## src/pipe_pkg.sv

```systemverilog
package pipe_pkg;

  typedef logic [8:0]  coord_t;
  typedef logic [9:0]  gap_t;
  typedef logic [23:0] rgb_t;
  typedef logic [4:0]  shade_idx_t;

  // ~~~~~~~~~~~~~~~~~~~~~~~~~~~~~~~~~~~~~~~~~~~~~~~~~~~~~~~~~~~~~~~~~~~~~~~~~~~~
  // fixed colours.
  // ~~~~~~~~~~~~~~~~~~~~~~~~~~~~~~~~~~~~~~~~~~~~~~~~~~~~~~~~~~~~~~~~~~~~~~~~~~~~
  localparam rgb_t outline_rgb      = {8'd84,  8'd56,  8'd71};
  localparam rgb_t stripe_light_rgb = {8'd141, 8'd229, 8'd72};
  localparam rgb_t stripe_dark_rgb  = {8'd98,  8'd182, 8'd35};

  // green ramp, light at the low end, dark at the high end.
  localparam rgb_t pipe_ramp [1:21] = '{
    {8'd210, 8'd236, 8'd125}, {8'd217, 8'd243, 8'd131}, {8'd223, 8'd248, 8'd135},
    {8'd228, 8'd253, 8'd139}, {8'd223, 8'd248, 8'd135}, {8'd217, 8'd244, 8'd130},
    {8'd209, 8'd236, 8'd125}, {8'd201, 8'd230, 8'd119}, {8'd192, 8'd222, 8'd112},
    {8'd183, 8'd213, 8'd106}, {8'd172, 8'd204, 8'd98},  {8'd162, 8'd195, 8'd90},
    {8'd152, 8'd186, 8'd83},  {8'd141, 8'd176, 8'd75},  {8'd131, 8'd168, 8'd68},
    {8'd121, 8'd160, 8'd60},  {8'd112, 8'd151, 8'd53},  {8'd104, 8'd144, 8'd48},
    {8'd97,  8'd138, 8'd42},  {8'd90,  8'd132, 8'd37},  {8'd85,  8'd128, 8'd34}
  };

  // ~~~~~~~~~~~~~~~~~~~~~~~~~~~~~~~~~~~~~~~~~~~~~~~~~~~~~~~~~~~~~~~~~~~~~~~~~~~~
  // column shade tables, indexed by distance from the right edge over two.
  // ~~~~~~~~~~~~~~~~~~~~~~~~~~~~~~~~~~~~~~~~~~~~~~~~~~~~~~~~~~~~~~~~~~~~~~~~~~~~
  localparam rgb_t lip_shade [0:26] = '{
    outline_rgb,
    pipe_ramp[21], pipe_ramp[21], pipe_ramp[21], pipe_ramp[21],
    pipe_ramp[20], pipe_ramp[19], pipe_ramp[18], pipe_ramp[17], pipe_ramp[16],
    pipe_ramp[15], pipe_ramp[14], pipe_ramp[13], pipe_ramp[12], pipe_ramp[11],
    pipe_ramp[10], pipe_ramp[9],  pipe_ramp[8],  pipe_ramp[7],  pipe_ramp[6],
    pipe_ramp[5],  pipe_ramp[4],  pipe_ramp[3],  pipe_ramp[2],  pipe_ramp[1],
    pipe_ramp[1],
    outline_rgb
  };

  // shaft runs dark to light and back; last inner column repeats ramp 11.
  localparam rgb_t body_shade [0:24] = '{
    outline_rgb,
    pipe_ramp[18], pipe_ramp[17], pipe_ramp[16], pipe_ramp[15], pipe_ramp[14],
    pipe_ramp[13], pipe_ramp[12], pipe_ramp[11], pipe_ramp[10], pipe_ramp[9],
    pipe_ramp[8],  pipe_ramp[7],  pipe_ramp[6],  pipe_ramp[5],  pipe_ramp[4],
    pipe_ramp[5],  pipe_ramp[6],  pipe_ramp[7],  pipe_ramp[8],  pipe_ramp[9],
    pipe_ramp[10], pipe_ramp[11], pipe_ramp[11],
    outline_rgb
  };

endpackage

```

## src/pipe_region.sv

```systemverilog
module pipe_region
  import pipe_pkg::*;
#(
  parameter int pipe_width    = 52,
  parameter int head_width    = 20,
  parameter int pipe_retract  = 2,
  parameter int blank_height  = 30,
  parameter int stripe_height = 20
)
(
  input  coord_t h_line,
  input  coord_t v_line,
  input  coord_t position_h,
  input  coord_t position_v,
  input  gap_t   gap_width,
  input  logic   valid,
  output logic   pipe_hit,
  output logic   pipe_edge,
  output rgb_t   pipe_rgb
);

  localparam logic [10:0] pw       = 11'(pipe_width);
  localparam logic [10:0] hw       = 11'(head_width);
  localparam logic [10:0] pr       = 11'(pipe_retract);
  localparam logic [10:0] top_row  = 11'(blank_height + stripe_height);
  localparam int          lip_last = $high(lip_shade);
  localparam int          body_last = $high(body_shade);

  // widened copies so no sum wraps.
  logic [10:0] h;
  logic [10:0] v;
  logic [10:0] ph;
  logic [10:0] pv;
  logic [10:0] g;

  logic lip_cols;
  logic shaft_cols;
  logic low_lip;
  logic up_lip;
  logic low_shaft;
  logic up_shaft;
  logic lip_in;
  logic shaft_in;
  logic lip_bound;
  logic shaft_bound;

  logic [10:0] lip_dist;
  logic [10:0] body_dist;
  shade_idx_t  lip_idx;
  shade_idx_t  body_idx;

  assign h  = {2'b00, h_line};
  assign v  = {2'b00, v_line};
  assign ph = {2'b00, position_h};
  assign pv = {2'b00, position_v};
  assign g  = {1'b0, gap_width};

  // ~~~~~~~~~~~~~~~~~~~~~~~~~~~~~~~~~~~~~~~~~~~~~~~~~~~~~~~~~~~~~~~~~~~~~~~~~~~~
  // coverage.
  // ~~~~~~~~~~~~~~~~~~~~~~~~~~~~~~~~~~~~~~~~~~~~~~~~~~~~~~~~~~~~~~~~~~~~~~~~~~~~
  assign lip_cols   = (h + pw >= ph) && (h <= ph);
  assign shaft_cols = (h + pw >= ph + pr) && (h + pr <= ph);
  assign low_lip    = (v >= pv) && (v <= pv + hw);
  assign up_lip     = (v + g + hw >= pv) && (v + g <= pv);
  assign low_shaft  = (v >= pv + hw);
  assign up_shaft   = (v >= top_row) && (v + g + hw <= pv);

  assign lip_in   = lip_cols && (low_lip || up_lip);
  assign shaft_in = shaft_cols && (low_shaft || up_shaft);

  // outline on the lip box edges and on the shaft sides.
  assign lip_bound = (h + pw == ph) || (h == ph) ||
                     (v == pv) || (v == pv + hw) ||
                     (v + g == pv) || (v + g + hw == pv);
  assign shaft_bound = (h + pw == ph + pr) || (h + pr == ph);

  assign pipe_hit  = valid && (lip_in || shaft_in);
  assign pipe_edge = valid && (lip_in ? lip_bound : (shaft_in && shaft_bound));

  // ~~~~~~~~~~~~~~~~~~~~~~~~~~~~~~~~~~~~~~~~~~~~~~~~~~~~~~~~~~~~~~~~~~~~~~~~~~~~
  // shade lookup.
  // ~~~~~~~~~~~~~~~~~~~~~~~~~~~~~~~~~~~~~~~~~~~~~~~~~~~~~~~~~~~~~~~~~~~~~~~~~~~~
  assign lip_dist  = ph - h;
  assign body_dist = ph - (h + pr);

  // clamp to the last entry when the pixel lies off the table.
  always_comb
  begin
    if (lip_dist[10:1] > 10'(lip_last))
      lip_idx = shade_idx_t'(lip_last);
    else
      lip_idx = lip_dist[5:1];
    if (body_dist[10:1] > 10'(body_last))
      body_idx = shade_idx_t'(body_last);
    else
      body_idx = body_dist[5:1];
  end

  assign pipe_rgb = lip_in ? lip_shade[lip_idx] : body_shade[body_idx];

  // covered pixels never need the clamp.
  always_comb
  begin
    assert final (!pipe_hit ||
                  (lip_in ? (lip_dist[10:1] <= 10'(lip_last))
                          : (body_dist[10:1] <= 10'(body_last))))
      else $error("pipe_region: covered pixel indexes past its shade table");
  end

endmodule

```

## src/ground_stripe.sv

```systemverilog
module ground_stripe
  import pipe_pkg::*;
#(
  parameter int blank_height  = 30,
  parameter int stripe_height = 20,
  parameter int stripe_offset = 30
)
(
  input  coord_t h_line,
  input  coord_t v_line,
  input  coord_t position_stripe,
  output logic   band_hit,
  output logic   band_edge,
  output rgb_t   band_rgb
);

  localparam logic [10:0] band_top    = 11'(blank_height);
  localparam logic [10:0] band_bottom = 11'(blank_height + stripe_height);

  logic [10:0] v;
  coord_t      phase;

  assign v = {2'b00, v_line};

  assign band_hit  = (v >= band_top) && (v <= band_bottom);
  assign band_edge = (v == band_top) || (v == band_bottom);

  // diagonal stripes, eight pixels per half period, moving with position.
  assign phase = h_line + coord_t'(stripe_offset) - v_line - position_stripe;

  assign band_rgb = phase[3] ? stripe_light_rgb : stripe_dark_rgb;

endmodule

```

## src/pixel_select.sv

```systemverilog
module pixel_select
  import pipe_pkg::*;
(
  input  logic clk,
  input  logic rst_n,
  input  logic pipe_1_hit,
  input  logic pipe_1_edge,
  input  logic pipe_2_hit,
  input  logic pipe_2_edge,
  input  logic band_hit,
  input  logic band_edge,
  input  rgb_t pipe_1_rgb,
  input  rgb_t pipe_2_rgb,
  input  rgb_t band_rgb,
  output logic valid_out,
  output rgb_t color_out
);

  logic any_hit;
  logic any_edge;
  rgb_t next_rgb;

  assign any_hit  = pipe_1_hit || pipe_2_hit || band_hit;
  assign any_edge = (pipe_1_hit && pipe_1_edge) ||
                    (pipe_2_hit && pipe_2_edge) ||
                    (band_hit && band_edge);

  // ground band sits in front of both pipes, pipe 1 in front of pipe 2.
  always_comb
  begin
    if (!any_hit)
      next_rgb = '0;
    else if (any_edge)
      next_rgb = outline_rgb;
    else if (band_hit)
      next_rgb = band_rgb;
    else if (pipe_1_hit)
      next_rgb = pipe_1_rgb;
    else
      next_rgb = pipe_2_rgb;
  end

  always_ff @(posedge clk or negedge rst_n)
  begin
    if (!rst_n)
    begin
      valid_out <= 1'b0;
      color_out <= '0;
    end
    else
    begin
      valid_out <= any_hit;
      color_out <= next_rgb;
    end
  end

  // output is black exactly for blank pixels.
  a_black_iff_blank: assert property (
    @(posedge clk) disable iff (!rst_n) valid_out == (color_out != '0)
  ) else $error("pixel_select: colour and valid disagree");

endmodule

```

## src/pipe_render.sv

```systemverilog
module pipe_render
  import pipe_pkg::*;
#(
  parameter int pipe_width    = 52,
  parameter int head_width    = 20,
  parameter int pipe_retract  = 2,
  parameter int blank_height  = 30,
  parameter int stripe_height = 20,
  parameter int stripe_offset = 30
)
(
  input  logic   clk,
  input  logic   rst_n,
  input  coord_t h_line,
  input  coord_t v_line,
  input  coord_t position_1_h,
  input  coord_t position_1_v,
  input  coord_t position_2_h,
  input  coord_t position_2_v,
  input  logic   valid_1,
  input  logic   valid_2,
  input  coord_t position_stripe,
  input  gap_t   gap_width,
  output logic   valid_out,
  output rgb_t   color_out
);

  logic pipe_1_hit;
  logic pipe_1_edge;
  rgb_t pipe_1_rgb;
  logic pipe_2_hit;
  logic pipe_2_edge;
  rgb_t pipe_2_rgb;
  logic band_hit;
  logic band_edge;
  rgb_t band_rgb;

  pipe_region #(
    .pipe_width    (pipe_width),
    .head_width    (head_width),
    .pipe_retract  (pipe_retract),
    .blank_height  (blank_height),
    .stripe_height (stripe_height)
  ) u_pipe_1 (
    .h_line     (h_line),
    .v_line     (v_line),
    .position_h (position_1_h),
    .position_v (position_1_v),
    .gap_width  (gap_width),
    .valid      (valid_1),
    .pipe_hit   (pipe_1_hit),
    .pipe_edge  (pipe_1_edge),
    .pipe_rgb   (pipe_1_rgb)
  );

  pipe_region #(
    .pipe_width    (pipe_width),
    .head_width    (head_width),
    .pipe_retract  (pipe_retract),
    .blank_height  (blank_height),
    .stripe_height (stripe_height)
  ) u_pipe_2 (
    .h_line     (h_line),
    .v_line     (v_line),
    .position_h (position_2_h),
    .position_v (position_2_v),
    .gap_width  (gap_width),
    .valid      (valid_2),
    .pipe_hit   (pipe_2_hit),
    .pipe_edge  (pipe_2_edge),
    .pipe_rgb   (pipe_2_rgb)
  );

  ground_stripe #(
    .blank_height  (blank_height),
    .stripe_height (stripe_height),
    .stripe_offset (stripe_offset)
  ) u_ground (
    .h_line          (h_line),
    .v_line          (v_line),
    .position_stripe (position_stripe),
    .band_hit        (band_hit),
    .band_edge       (band_edge),
    .band_rgb        (band_rgb)
  );

  pixel_select u_select (
    .clk         (clk),
    .rst_n       (rst_n),
    .pipe_1_hit  (pipe_1_hit),
    .pipe_1_edge (pipe_1_edge),
    .pipe_2_hit  (pipe_2_hit),
    .pipe_2_edge (pipe_2_edge),
    .band_hit    (band_hit),
    .band_edge   (band_edge),
    .pipe_1_rgb  (pipe_1_rgb),
    .pipe_2_rgb  (pipe_2_rgb),
    .band_rgb    (band_rgb),
    .valid_out   (valid_out),
    .color_out   (color_out)
  );

endmodule

```

## config.mk

```make
export PLATFORM = sky130hd
export DESIGN_NAME = pipe_render
export DESIGN_NICKNAME = d
export VERILOG_FILES = /design/src/pipe_pkg.sv /design/src/pipe_region.sv /design/src/ground_stripe.sv /design/src/pixel_select.sv /design/src/pipe_render.sv
export SDC_FILE = /design/constraint.sdc
export NUM_CORES = 1
export LEC_CHECK = 0
export BUFFER_PORTS_ARGS = -buffer_cell sky130_fd_sc_hd__buf_2
export CAP_MARGIN = 40
export CORE_UTILIZATION = 50
export DETAILED_ROUTE_END_ITERATION = 16
export PLACE_DENSITY = 0.77
export SLEW_MARGIN = 0
export SYNTH_ARGS = -nofsm -noshare
export SYNTH_HDL_FRONTEND = slang
export SYNTH_SLANG_ARGS = --single-unit
```

## constraint.sdc

```tcl
create_clock -name clk -period 0.8 [get_ports clk]
set_input_delay 0.12 -clock clk [delete_from_list [all_inputs] [get_ports clk]]
set_output_delay 0.12 -clock clk [all_outputs]
set_load 0.03 [all_outputs]
```

==> run_summary.xml, run 1 <==
<?xml version="1.0" encoding="UTF-8"?>
<metrics>
  <group name="status">
    <metric name="outcome" unit="">finished, violations left</metric>
    <metric name="violated_checks" unit="">negative setup slack</metric>
  </group>
  <group name="cts">
    <metric name="cts_max_path_buffers" unit="">2</metric>
    <metric name="tritoncts.num_buffers" unit="">3</metric>
    <metric name="ctsRootBufferMaster" unit="">clkbuf_16</metric>
    <metric name="cts_htree_levels" unit="">1</metric>
    <metric name="tritoncts_clock_tree" unit="">built</metric>
    <metric name="clkSinkCount" unit="">25</metric>
    <metric name="clk_pin_slew" unit="ns">0.06</metric>
  </group>
  <group name="layout">
    <metric name="instances_no_fill" unit="">2490</metric>
    <metric name="post_route_cells_drive_above_1_share" unit="%">43.3</metric>
    <metric name="layout.nets" unit="">2497</metric>
    <metric name="area_delta_synth_final" unit="%">63.5</metric>
    <metric name="diode_count" unit="">0</metric>
    <metric name="filler_cell_count" unit="">1122</metric>
  </group>
  <group name="power_and_ir_drop">
    <metric name="pwr_density_cell" unit="nW/um^2">1350</metric>
    <metric name="power.static_leakage" unit="nW">8.45</metric>
    <metric name="total_power" unit="mW">24.4</metric>
    <metric name="vdd_drop_max" unit="mV">0.984</metric>
  </group>
  <group name="worst_setup_path">
    <metric name="critPathCaptureType" unit="">flip-flop</metric>
    <metric name="worst-endpoint-arrival" unit="ns">4.54</metric>
    <metric name="worst_path_class_setup" unit="">in -&gt; reg</metric>
    <metric name="worst-endpoint-required" unit="ns">0.97</metric>
    <metric name="crit_path_max_fanout" unit="">20</metric>
    <metric name="cp_startpoint_kind" unit="">primary input</metric>
  </group>
  <group name="sta">
    <metric name="hold_violations" unit="">0</metric>
    <metric name="hold-worst-slack" unit="ns">0.328</metric>
    <metric name="layout_worst_path_cycle_share" unit="%">547</metric>
    <metric name="finalSetupViolCount" unit="">50</metric>
    <metric name="maxClockFrequency" unit="MHz">229</metric>
    <metric name="final-max-slew-violation-count" unit="">0</metric>
    <metric name="slew-limit-headroom" unit="%">27.4</metric>
    <metric name="tns" unit="ns">-90.15</metric>
    <metric name="layout_setup_ws" unit="ns">-3.57</metric>
    <metric name="max_slew.worst_pin.slew" unit="ns">1.08</metric>
    <metric name="grt_setup_unrepaired" unit="">true</metric>
    <metric name="timing.final.crit_period" unit="ns">4.37</metric>
  </group>
  <group name="logic_synthesis">
    <metric name="synth-seq-cells" unit="">25</metric>
    <metric name="synth_edf_count" unit="">0</metric>
    <metric name="postSynthAreaPerCell" unit="sq um">7.07</metric>
    <metric name="xor_and_xnor_fraction_of_the_mapped_netlist_area" unit="%">6.02</metric>
    <metric name="asyncSetResetFlopFracSynth" unit="%">100</metric>
    <metric name="mappedNetlistNets" unit="">1840</metric>
    <metric name="syn_inst" unit="">1559</metric>
    <metric name="synth_sequential_area_ratio" unit="%">5.67</metric>
    <metric name="synthFlopType" unit="">dfrtp_1</metric>
    <metric name="yosys.cell_types.count" unit="">99</metric>
    <metric name="ys_warn_count" unit="">0</metric>
    <metric name="synth_top_family_by_area" unit="">compound AO/OA/AOI/OAI gates</metric>
    <metric name="post_synth_and_or_nand_nor_area_fraction" unit="%">22.7</metric>
    <metric name="synthMuxAreaShare" unit="%">1.68</metric>
    <metric name="post_synth_instance_area" unit="sq um">11000</metric>
    <metric name="complex_gate_fraction_of_the_synthesized_area" unit="%">34.3</metric>
    <metric name="synth_fa_ha_area_share" unit="%">23.7</metric>
  </group>
  <group name="floorplanning">
    <metric name="core_area" unit="sq um">21300</metric>
    <metric name="dieWidth" unit="microns">150</metric>
    <metric name="dieArea" unit="sq um">22600</metric>
    <metric name="chipHeight" unit="microns">150</metric>
    <metric name="floorplan.initialDensity" unit="%">51.8</metric>
    <metric name="io_pins" unit="">102</metric>
    <metric name="placementRows" unit="">53</metric>
  </group>
  <group name="grt">
    <metric name="first_global_vias" unit="">15800</metric>
    <metric name="antenna_found_initial" unit="">0</metric>
    <metric name="global_route.overflow_total" unit="">0</metric>
    <metric name="grt_pass1_wl" unit="mm">78.6</metric>
    <metric name="globalRouteTotalUtil" unit="%">43.7</metric>
    <metric name="grt_max_degree" unit="">26</metric>
  </group>
  <group name="routing">
    <metric name="antenna_violating_nets_post_route" unit="">0</metric>
    <metric name="post_drt_wl_per_cell" unit="microns">24.5</metric>
    <metric name="finalWirelength" unit="mm">60.9</metric>
    <metric name="detailedRoute.firstPassIterationCount" unit="">10</metric>
    <metric name="post_drt_via_cell_ratio" unit="">6.97</metric>
    <metric name="initialDrtViolationCount" unit="">2377</metric>
    <metric name="vias" unit="">17400</metric>
    <metric name="drc" unit="">0</metric>
  </group>
  <group name="place">
    <metric name="portBuffers" unit="">96</metric>
    <metric name="dp.cells" unit="">2430</metric>
    <metric name="hpwlAfterDp" unit="mm">38.6</metric>
    <metric name="detailedPlace.worstSlack" unit="ns">-3.80</metric>
    <metric name="gp_congestion" unit="">1.09</metric>
  </group>
  <group name="worst_hold_path">
    <metric name="worstHoldPathType" unit="">in -&gt; async</metric>
  </group>
  <group name="flow_run">
    <metric name="max_cap_viols" unit="">0</metric>
  </group>
</metrics>
final cells by class:
| type | instances | area [sq um] | share of cell area (%) |
|---|---|---|---|
| multi-input cells | 1368 | 11100 | 61.4 |
| well taps | 275 | 344 | 1.91 |
| clock buffers | 3 | 75.1 | 0.416 |
| repair buffers | 717 | 5530 | 30.7 |
| flip-flops and latches | 25 | 626 | 3.47 |
| clock inverters | 1 | 5.00 | 0.0278 |
| inverters | 101 | 382 | 2.12 |
power by group:
group	total (mW)	switching [mW]	internal, mW
registers	1.53	0.0996	1.43
logic	21.7	12.1	9.59
clock network	1.13	0.454	0.674
worst paths after layout:
kind,start,endpoint,slack [ns]
worst min-delay path,rst_n,u_select.color_out[13],0.33
worst max-delay path,v_line[0],u_select.color_out[5],-3.57
min in group clk,valid_2,u_select.valid_out,0.60
max in group asynchronous,rst_n,u_select.color_out[21],0.33
logic make-up (layout without fill, tap and decap cells):
logic type / count (synthesis) / after routing
buf+inv: 166 / 822
flops: 25 / 25
xor+xnor: 74 / 74
mux: 17 / 17
compound gates: 556 / 556
simple gates: 517 / 517
fa+ha+maj: 204 / 204
metrics by stage:
stage,area [sq um],util [%]
2_1_floorplan,11300,-
3_3_place_gp,16100,75.6
3_5_place_dp,16100,75.6
4_1_cts,17200,80.9
5_1_grt,18000,84.7
6_report,18000,84.7
per-layer routing:
metal | GRT usage (%) | wire length, microns | vias up
met5 | 0 | 103 | -
met4 | 30.4 | 7010 | 4
met3 | 5.94 | 8100 | 729
met2 | 72.6 | 25500 | 1751
met1 | 51.9 | 20200 | 7723
li1 | - | - | 7146
synthesized netlist by cell type (26+ instances only):
cell type / n / area, sq um
a21oi_1: 138 / 691
nor3_1: 55 / 275
nand3_1: 47 / 235
inv_1: 96 / 360
a211oi_1: 38 / 285
o21ai_0: 107 / 536
ha_1: 196 / 2450
nor2_1: 142 / 533
clkbuf_1: 45 / 169
nand2_1: 128 / 480
a21o_1: 26 / 195
xnor2_1: 58 / 508
critical path, stage by stage:
cell,delay [ns]
buf_8,0.08
ha_4,0.15
inv_2,0.04
fa_2,0.37
buf_4,0.16
xnor2_2,0.14
ha_2,0.21
buf_4,0.15
xnor2_2,0.21
ha_1,0.31
a21oi_2,0.21
nor2_2,0.12
a211oi_2,0.21
o21ai_2,0.11
or3_4,0.39
a211oi_4,0.33
a21oi_4,0.16
buf_12,0.18
buf_16,0.16
nand2_1,0.06
o21ai_1,0.11
mux2_2,0.29
a211oi_2,0.24
state kept, by name, indices dropped and copies added, names as in the netlist:
name,count
u_select.color_out,24
u_select.valid_out,1
cells in the final DEF, fill, tap and decap left out, drive strengths merged, types with 27 or more instances in the layout:
cell,Yosys,final
nand3,48,48
buf,20,715
a21o,27,27
ha,196,196
a211oi,44,44
nor3,56,56
inv,99,99
nor2,145,145
a21oi,141,141
nand2,130,130
xnor2,59,59
o21ai,112,112
timing repair:
action                     in CTS  in global routing
cloned                          2                  2
buffers inserted               26                 27
setup endpoints to repair      50                 50
gates resized for setup       185                120
hold endpoints to repair       25                  0
hold buffers                    1                  0
pin swaps                      63                 57
Power figures use the tool's default switching activity.
==> run 2, diff against run 1 <==
--- a/config.mk
+++ b/config.mk
@@ -8,9 +8,12 @@
 export BUFFER_PORTS_ARGS = -buffer_cell sky130_fd_sc_hd__buf_2
 export CAP_MARGIN = 40
 export CORE_UTILIZATION = 50
+export CTS_CLUSTER_SIZE = 8
 export DETAILED_ROUTE_END_ITERATION = 16
+export GPL_TIMING_DRIVEN = 0
 export PLACE_DENSITY = 0.77
 export SLEW_MARGIN = 0
 export SYNTH_ARGS = -nofsm -noshare
 export SYNTH_HDL_FRONTEND = slang
 export SYNTH_SLANG_ARGS = --single-unit
+export TNS_END_PERCENT = 10
==> run 2 against run 1 <==
The run still ends with negative setup slack left; via count fell by 22%; sequential cell count did not move; sequential power barely moved; count of clock-buffer cells in the layout rose by 1; critical path depth did not move; non-clock buffer count fell by 479; highest routed layer is now met4; final area fell by 22%; sequential share of layout area rose by 0.96 points; total power fell by 24%.
==> run_summary.xml, run 2 (synthesis results as in run 1) <==
<?xml version="1.0" encoding="UTF-8"?>
<metrics>
  <group name="sta">
    <metric name="final-max-slew-violation-count" unit="">0</metric>
    <metric name="grt_setup_unrepaired" unit="">true</metric>
    <metric name="hold-worst-slack" unit="ns">0.330</metric>
    <metric name="hold_violations" unit="">0</metric>
    <metric name="maxClockFrequency" unit="MHz">232</metric>
    <metric name="timing.final.crit_period" unit="ns">4.31</metric>
    <metric name="finalSetupViolCount" unit="">50</metric>
    <metric name="layout_setup_ws" unit="ns">-3.51</metric>
    <metric name="layout_worst_path_cycle_share" unit="%">539</metric>
    <metric name="max_slew.worst_pin.slew" unit="ns">0.899</metric>
    <metric name="slew-limit-headroom" unit="%">39.7</metric>
  </group>
  <group name="cts">
    <metric name="clk_pin_slew" unit="ns">0.06</metric>
    <metric name="cts_htree_levels" unit="">1</metric>
    <metric name="tritoncts_clock_tree" unit="">built</metric>
    <metric name="cts_max_path_buffers" unit="">2</metric>
    <metric name="ctsRootBufferMaster" unit="">clkbuf_16</metric>
    <metric name="tritoncts.num_buffers" unit="">3</metric>
    <metric name="clkSinkCount" unit="">25</metric>
  </group>
  <group name="floorplanning">
    <metric name="chipHeight" unit="microns">150</metric>
    <metric name="core_area" unit="sq um">21300</metric>
    <metric name="floorplan.initialDensity" unit="%">51.8</metric>
    <metric name="dieWidth" unit="microns">150</metric>
    <metric name="dieArea" unit="sq um">22600</metric>
    <metric name="placementRows" unit="">53</metric>
    <metric name="io_pins" unit="">102</metric>
  </group>
  <group name="layout">
    <metric name="post_route_cells_drive_above_1_share" unit="%">25.0</metric>
    <metric name="area_delta_synth_final" unit="%">28.1</metric>
    <metric name="final_cell_area" unit="sq um">14100</metric>
    <metric name="filler_cell_count" unit="">1816</metric>
    <metric name="diode_count" unit="">0</metric>
    <metric name="layout_common_cells" unit="">ha_1, nor2_1, nand2_1, a21oi_1, o21ai_0</metric>
    <metric name="layout.nets" unit="">2018</metric>
    <metric name="reg_top3" unit="">u_select.color_out (24), u_select.valid_out (1)</metric>
    <metric name="final_common_cell" unit="">ha_1</metric>
    <metric name="registers.top_by_ff_count" unit="">u_select.color_out</metric>
    <metric name="largest_reg_flops" unit="">24</metric>
  </group>
  <group name="power_and_ir_drop">
    <metric name="vdd_drop_max" unit="mV">0.875</metric>
    <metric name="total_power" unit="mW">18.6</metric>
    <metric name="pwr_density_cell" unit="nW/um^2">1320</metric>
    <metric name="power.static_leakage" unit="nW">5.90</metric>
  </group>
  <group name="grt">
    <metric name="global_route.overflow_total" unit="">0</metric>
    <metric name="globalRouteTotalUtil" unit="%">36.7</metric>
    <metric name="grt_pass1_wl" unit="mm">65.9</metric>
    <metric name="antenna_found_initial" unit="">0</metric>
    <metric name="grt_max_degree" unit="">26</metric>
    <metric name="first_global_vias" unit="">12400</metric>
  </group>
  <group name="routing">
    <metric name="initialDrtViolationCount" unit="">1319</metric>
    <metric name="post_drt_via_cell_ratio" unit="">6.74</metric>
    <metric name="vias" unit="">13600</metric>
    <metric name="post_drt_wl_per_cell" unit="microns">21.7</metric>
    <metric name="finalWirelength" unit="mm">43.6</metric>
    <metric name="drc" unit="">0</metric>
    <metric name="antenna_violating_nets_post_route" unit="">0</metric>
    <metric name="detailedRoute.firstPassIterationCount" unit="">6</metric>
  </group>
  <group name="place">
    <metric name="hpwlAfterDp" unit="mm">32.0</metric>
    <metric name="gp_congestion" unit="">1.01</metric>
    <metric name="portBuffers" unit="">95</metric>
    <metric name="placedInstanceArea" unit="sq um">12100</metric>
  </group>
  <group name="worst_setup_path">
    <metric name="timing.critical_path.cells" unit="">buf_8, ha_4, inv_2, fa_2, nand2b_4, a21oi_4, xnor2_2, inv_2, buf_4, ha_1, a2111oi_1, a211oi_1, a31oi_1, buf_4, buf_4, nand2_1, a221o_1, o22a_1, a211oi_4, buf_6, nand2b_4, buf_8, nor4b_4</metric>
    <metric name="cp_startpoint_kind" unit="">primary input</metric>
    <metric name="worst_path_class_setup" unit="">in -&gt; reg</metric>
    <metric name="crit_path_frequent_cell" unit="">buf_4</metric>
    <metric name="worst_path_largest_cell_delay" unit="ns">0.50</metric>
    <metric name="crit_path_max_fanout" unit="">5</metric>
    <metric name="worst-endpoint-required" unit="ns">0.96</metric>
    <metric name="worst-endpoint-arrival" unit="ns">4.48</metric>
    <metric name="crit_path_top_delay_cell" unit="">a2111oi_1</metric>
    <metric name="critPathCaptureType" unit="">flip-flop</metric>
  </group>
  <group name="status">
    <metric name="outcome" unit="">finished, violations left</metric>
    <metric name="violated_checks" unit="">negative setup slack</metric>
  </group>
  <group name="worst_hold_path">
    <metric name="worstHoldPathType" unit="">in -&gt; async</metric>
  </group>
  <group name="flow_run">
    <metric name="max_cap_viols" unit="">0</metric>
  </group>
</metrics>
## run 2: cell types whose count changed in the layout (fill, tap and decap cells not counted), sizes merged
cell / before / now
clkbuf: 4 / 42
clkinv: 3 / 2
clkinvlp: 0 / 5
buf: 715 / 199
inv: 99 / 94
## run 2: worst max-delay path, delay by kind of cell
kind,cells,cell delay (ns)
compound gates,7,1.84
buf+inv,8,0.95
fa+ha+maj,3,0.83
simple gates,4,0.56
xor+xnor,1,0.17
## run 2: final cells by class
class | instances | area, sq um | area share, %
buffer | 60 | 392 | 2.77
clock buffer | 4 | 78.8 | 0.558
inverter | 101 | 402 | 2.84
multi-input combinational | 1368 | 10900 | 77.3
sequential | 25 | 626 | 4.43
tap | 275 | 344 | 2.44
timing repair buffer | 178 | 1360 | 9.62
## run 2: layer usage
| metal | wire length [microns] | GRT usage [%] | part of all wire (%) | vias to the layer above |
|---|---|---|---|---|
| met5 | 0 | 0 | 0 | - |
| met4 | 2890 | 20.5 | 6.6 | 0 |
| met3 | 3740 | 3.79 | 8.6 | 210 |
| met2 | 19400 | 59.1 | 44 | 834 |
| met1 | 17600 | 47.7 | 40 | 6337 |
| li1 | - | - | - | 6183 |
## run 2: through the flow
stage | TNS, ns | std cells | util [%] | worst slack [ns]
2_1_floorplan | -78.43 | 1559 | - | -3.19
3_3_place_gp | -107.16 | 1929 | 56.7 | -4.51
3_5_place_dp | -107.74 | 1935 | 56.8 | -4.54
4_1_cts | -83.76 | 1993 | 63.8 | -3.29
5_1_grt | -92.13 | 2011 | 66.3 | -3.65
6_report | -88.17 | 2011 | 66.3 | -3.51
## run 2: timing repair
item,CTS,global route
hold buffers,1,0
buffers inserted,56,18
cloned,2,0
resized for setup,241,98
pin swaps,63,55
hold endpoints to repair,25,0
endpoints found under the setup margin,50,75
## run 2: power breakdown
part / switching, mW / total (mW) / internal (mW)
clock: 0.386 / 1.06 / 0.679
combinational: 9.76 / 16.0 / 6.28
sequential: 0.0798 / 1.51 / 1.43
## run 2: final timing paths
path,start,end,cells past startpoint
max,v_line[0],u_select.color_out[16],23
min,rst_n,u_select.color_out[10],2
max in group asynchronous,rst_n,u_select.color_out[5],2
min in group clk,valid_2,u_select.valid_out,5
==> run 3, diff against run 2 <==
--- a/config.mk
+++ b/config.mk
@@ -8,6 +8,7 @@
 export BUFFER_PORTS_ARGS = -buffer_cell sky130_fd_sc_hd__buf_2
 export CAP_MARGIN = 40
 export CORE_UTILIZATION = 50
+export CTS_BUF_LIST = sky130_fd_sc_hd__clkbuf_8
 export CTS_CLUSTER_SIZE = 8
 export DETAILED_ROUTE_END_ITERATION = 16
 export GPL_TIMING_DRIVEN = 0
==> run 3 against run 2 <==
The run still ends with negative setup slack left; maximum frequency shrank 2.5%; final area grew 0.63%; count of clock-buffer cells in the layout shrank 1; setup slack lost 0.11 ns; highest routed layer unchanged; critical path type unchanged; first-iteration DRC count grew 12%; routed wire length grew 2.1%; critical endpoint is now u_select.color_out[0].
==> run_summary.xml, run 3 (synthesis results as in run 1) <==
<?xml version="1.0" encoding="UTF-8"?>
<metrics>
  <group name="status">
    <metric name="outcome" unit="">finished, violations left</metric>
    <metric name="violated_checks" unit="">negative setup slack</metric>
  </group>
  <group name="flow_run">
    <metric name="max_cap_viols" unit="">0</metric>
  </group>
  <group name="sta">
    <metric name="slew-limit-headroom" unit="%">38.6</metric>
    <metric name="layout_setup_ws" unit="ns">-3.62</metric>
    <metric name="hold_violations" unit="">0</metric>
    <metric name="tns" unit="ns">-90.40</metric>
    <metric name="maxClockFrequency" unit="MHz">226</metric>
    <metric name="layout_worst_path_cycle_share" unit="%">553</metric>
    <metric name="grt_setup_unrepaired" unit="">true</metric>
    <metric name="max_slew.worst_pin.slew" unit="ns">0.919</metric>
    <metric name="hold-worst-slack" unit="ns">0.327</metric>
    <metric name="final-max-slew-violation-count" unit="">0</metric>
    <metric name="finalSetupViolCount" unit="">50</metric>
    <metric name="timing.final.crit_period" unit="ns">4.42</metric>
  </group>
  <group name="grt">
    <metric name="global_route.overflow_total" unit="">0</metric>
    <metric name="grt_max_degree" unit="">26</metric>
    <metric name="first_global_vias" unit="">12700</metric>
    <metric name="globalRouteTotalUtil" unit="%">37.2</metric>
    <metric name="grt_pass1_wl" unit="mm">66.9</metric>
    <metric name="antenna_found_initial" unit="">0</metric>
  </group>
  <group name="floorplanning">
    <metric name="dieArea" unit="sq um">22600</metric>
    <metric name="placementRows" unit="">53</metric>
    <metric name="chipHeight" unit="microns">150</metric>
    <metric name="dieWidth" unit="microns">150</metric>
    <metric name="floorplan.initialDensity" unit="%">51.8</metric>
    <metric name="core_area" unit="sq um">21300</metric>
    <metric name="io_pins" unit="">102</metric>
  </group>
  <group name="power_and_ir_drop">
    <metric name="power.static_leakage" unit="nW">5.93</metric>
    <metric name="vdd_drop_max" unit="mV">0.860</metric>
    <metric name="pwr_density_cell" unit="nW/um^2">1320</metric>
    <metric name="total_power" unit="mW">18.7</metric>
  </group>
  <group name="cts">
    <metric name="tritoncts_clock_tree" unit="">built</metric>
    <metric name="cts_htree_levels" unit="">1</metric>
    <metric name="tritoncts.num_buffers" unit="">3</metric>
    <metric name="clk_pin_slew" unit="ns">0.08</metric>
    <metric name="ctsRootBufferMaster" unit="">clkbuf_8</metric>
    <metric name="clkSinkCount" unit="">25</metric>
    <metric name="cts_max_path_buffers" unit="">2</metric>
  </group>
  <group name="place">
    <metric name="hpwlAfterDp" unit="mm">32.0</metric>
    <metric name="detailedPlace.worstSlack" unit="ns">-4.54</metric>
    <metric name="portBuffers" unit="">95</metric>
    <metric name="gp_congestion" unit="">1.01</metric>
  </group>
  <group name="worst_setup_path">
    <metric name="cp_startpoint_kind" unit="">primary input</metric>
    <metric name="crit_path_max_fanout" unit="">6</metric>
    <metric name="timing.critical_path.cells" unit="">buf_8, ha_4, inv_2, fa_2, nand2b_4, a21oi_4, buf_6, a21o_2, xor2_4, ha_1, a21oi_2, or3b_2, a21oi_2, o211ai_1, a21oi_4, buf_6, buf_8, buf_8, a211oi_2, a311oi_2, o21ai_1, a21oi_1</metric>
    <metric name="crit_path_top_delay_cell" unit="">or3b_2</metric>
    <metric name="worst-endpoint-required" unit="ns">0.98</metric>
    <metric name="worst_path_largest_cell_delay" unit="ns">0.47</metric>
    <metric name="crit_path_frequent_cell" unit="">buf_8</metric>
    <metric name="worst_path_class_setup" unit="">in -&gt; reg</metric>
    <metric name="critPathCaptureType" unit="">flip-flop</metric>
    <metric name="worst-endpoint-arrival" unit="ns">4.61</metric>
  </group>
  <group name="routing">
    <metric name="detailedRoute.firstPassIterationCount" unit="">9</metric>
    <metric name="finalWirelength" unit="mm">44.5</metric>
    <metric name="initialDrtViolationCount" unit="">1480</metric>
    <metric name="vias" unit="">13800</metric>
    <metric name="drc" unit="">0</metric>
    <metric name="post_drt_wl_per_cell" unit="microns">22.1</metric>
    <metric name="antenna_violating_nets_post_route" unit="">0</metric>
    <metric name="post_drt_via_cell_ratio" unit="">6.84</metric>
  </group>
  <group name="layout">
    <metric name="diode_count" unit="">0</metric>
    <metric name="layout_common_cells" unit="">ha_1, nor2_1, nand2_1, a21oi_1, o21ai_0</metric>
    <metric name="final_common_cell" unit="">ha_1</metric>
    <metric name="registers.top_by_ff_count" unit="">u_select.color_out</metric>
    <metric name="largest_reg_flops" unit="">24</metric>
    <metric name="layout_utilization" unit="%">66.7</metric>
    <metric name="area_delta_synth_final" unit="%">28.9</metric>
    <metric name="layout.nets" unit="">2020</metric>
    <metric name="post_route_cells_drive_above_1_share" unit="%">25.0</metric>
    <metric name="reg_top3" unit="">u_select.color_out (24), u_select.valid_out (1)</metric>
  </group>
  <group name="worst_hold_path">
    <metric name="worstHoldPathType" unit="">in -&gt; async</metric>
  </group>
</metrics>
run 3: changes by cell type in the layout (fill, tap and decap cells not counted), moves of 3 or more:
cell	change
ha_2	+5
buf_4	-5
ha_1	-3
clkbuf_8	+3
a211oi_4	+4
run 3: final timing paths:
path                           start                      to  slack (ns)
min in group clk             valid_2  u_select.color_out[10]        0.55
max in group asynchronous      rst_n   u_select.color_out[3]        0.23
min                            rst_n  u_select.color_out[18]        0.33
max                        v_line[0]   u_select.color_out[0]       -3.62
run 3: repair_timing:
item | CTS | global route
pin swaps | 68 | 36
hold endpoints to repair | 25 | 0
buffers inserted | 58 | 17
resized for setup | 250 | 93
endpoints found under the setup margin | 50 | 75
hold buffers | 1 | 0
cloned | 2 | 1
run 3: routing by layer:
layer / global-route usage (%) / wire (microns)
met1: 47.6 / 17500
met2: 60.6 / 20100
met3: 4.09 / 4170
met4: 21.1 / 2780
met5: 0 / 0
run 3: cell type report:
| cell class | count | area, sq um |
|---|---|---|
| Clock inverter | 1 | 3.75 |
| Timing Repair Buffer | 180 | 1410 |
| Tap cell | 275 | 344 |
| Inverter | 101 | 402 |
| Clock buffer | 3 | 41.3 |
| Multi-Input combinational cell | 1368 | 11000 |
| Buffer | 60 | 393 |
| Fill cell | 1791 | 7080 |
| Sequential cell | 25 | 626 |
run 3: power breakdown:
group | internal, mW | switching [mW] | total (mW)
sequential | 1.43 | 0.0769 | 1.50
combinational | 6.51 | 10.0 | 16.6
clock | 0.343 | 0.352 | 0.694
total | 8.28 | 10.5 | 18.7
run 3: through the flow:
step	cells	cell area (sq um)
finish	2013	14200
global route	2013	14200
CTS	1995	13600
detailed placement	1935	12100
global placement	1929	12100
floorplan	1559	11200
run 3: critical path: cells and delay by family:
kind | cells | cell delay [ns]
AND/OR/NAND/NOR | 2 | 0.67
adder cells (fa/ha/maj) | 3 | 0.87
XOR/XNOR | 1 | 0.25
buffers and inverters | 6 | 0.67
AO/OA/AOI/OAI | 10 | 2.01
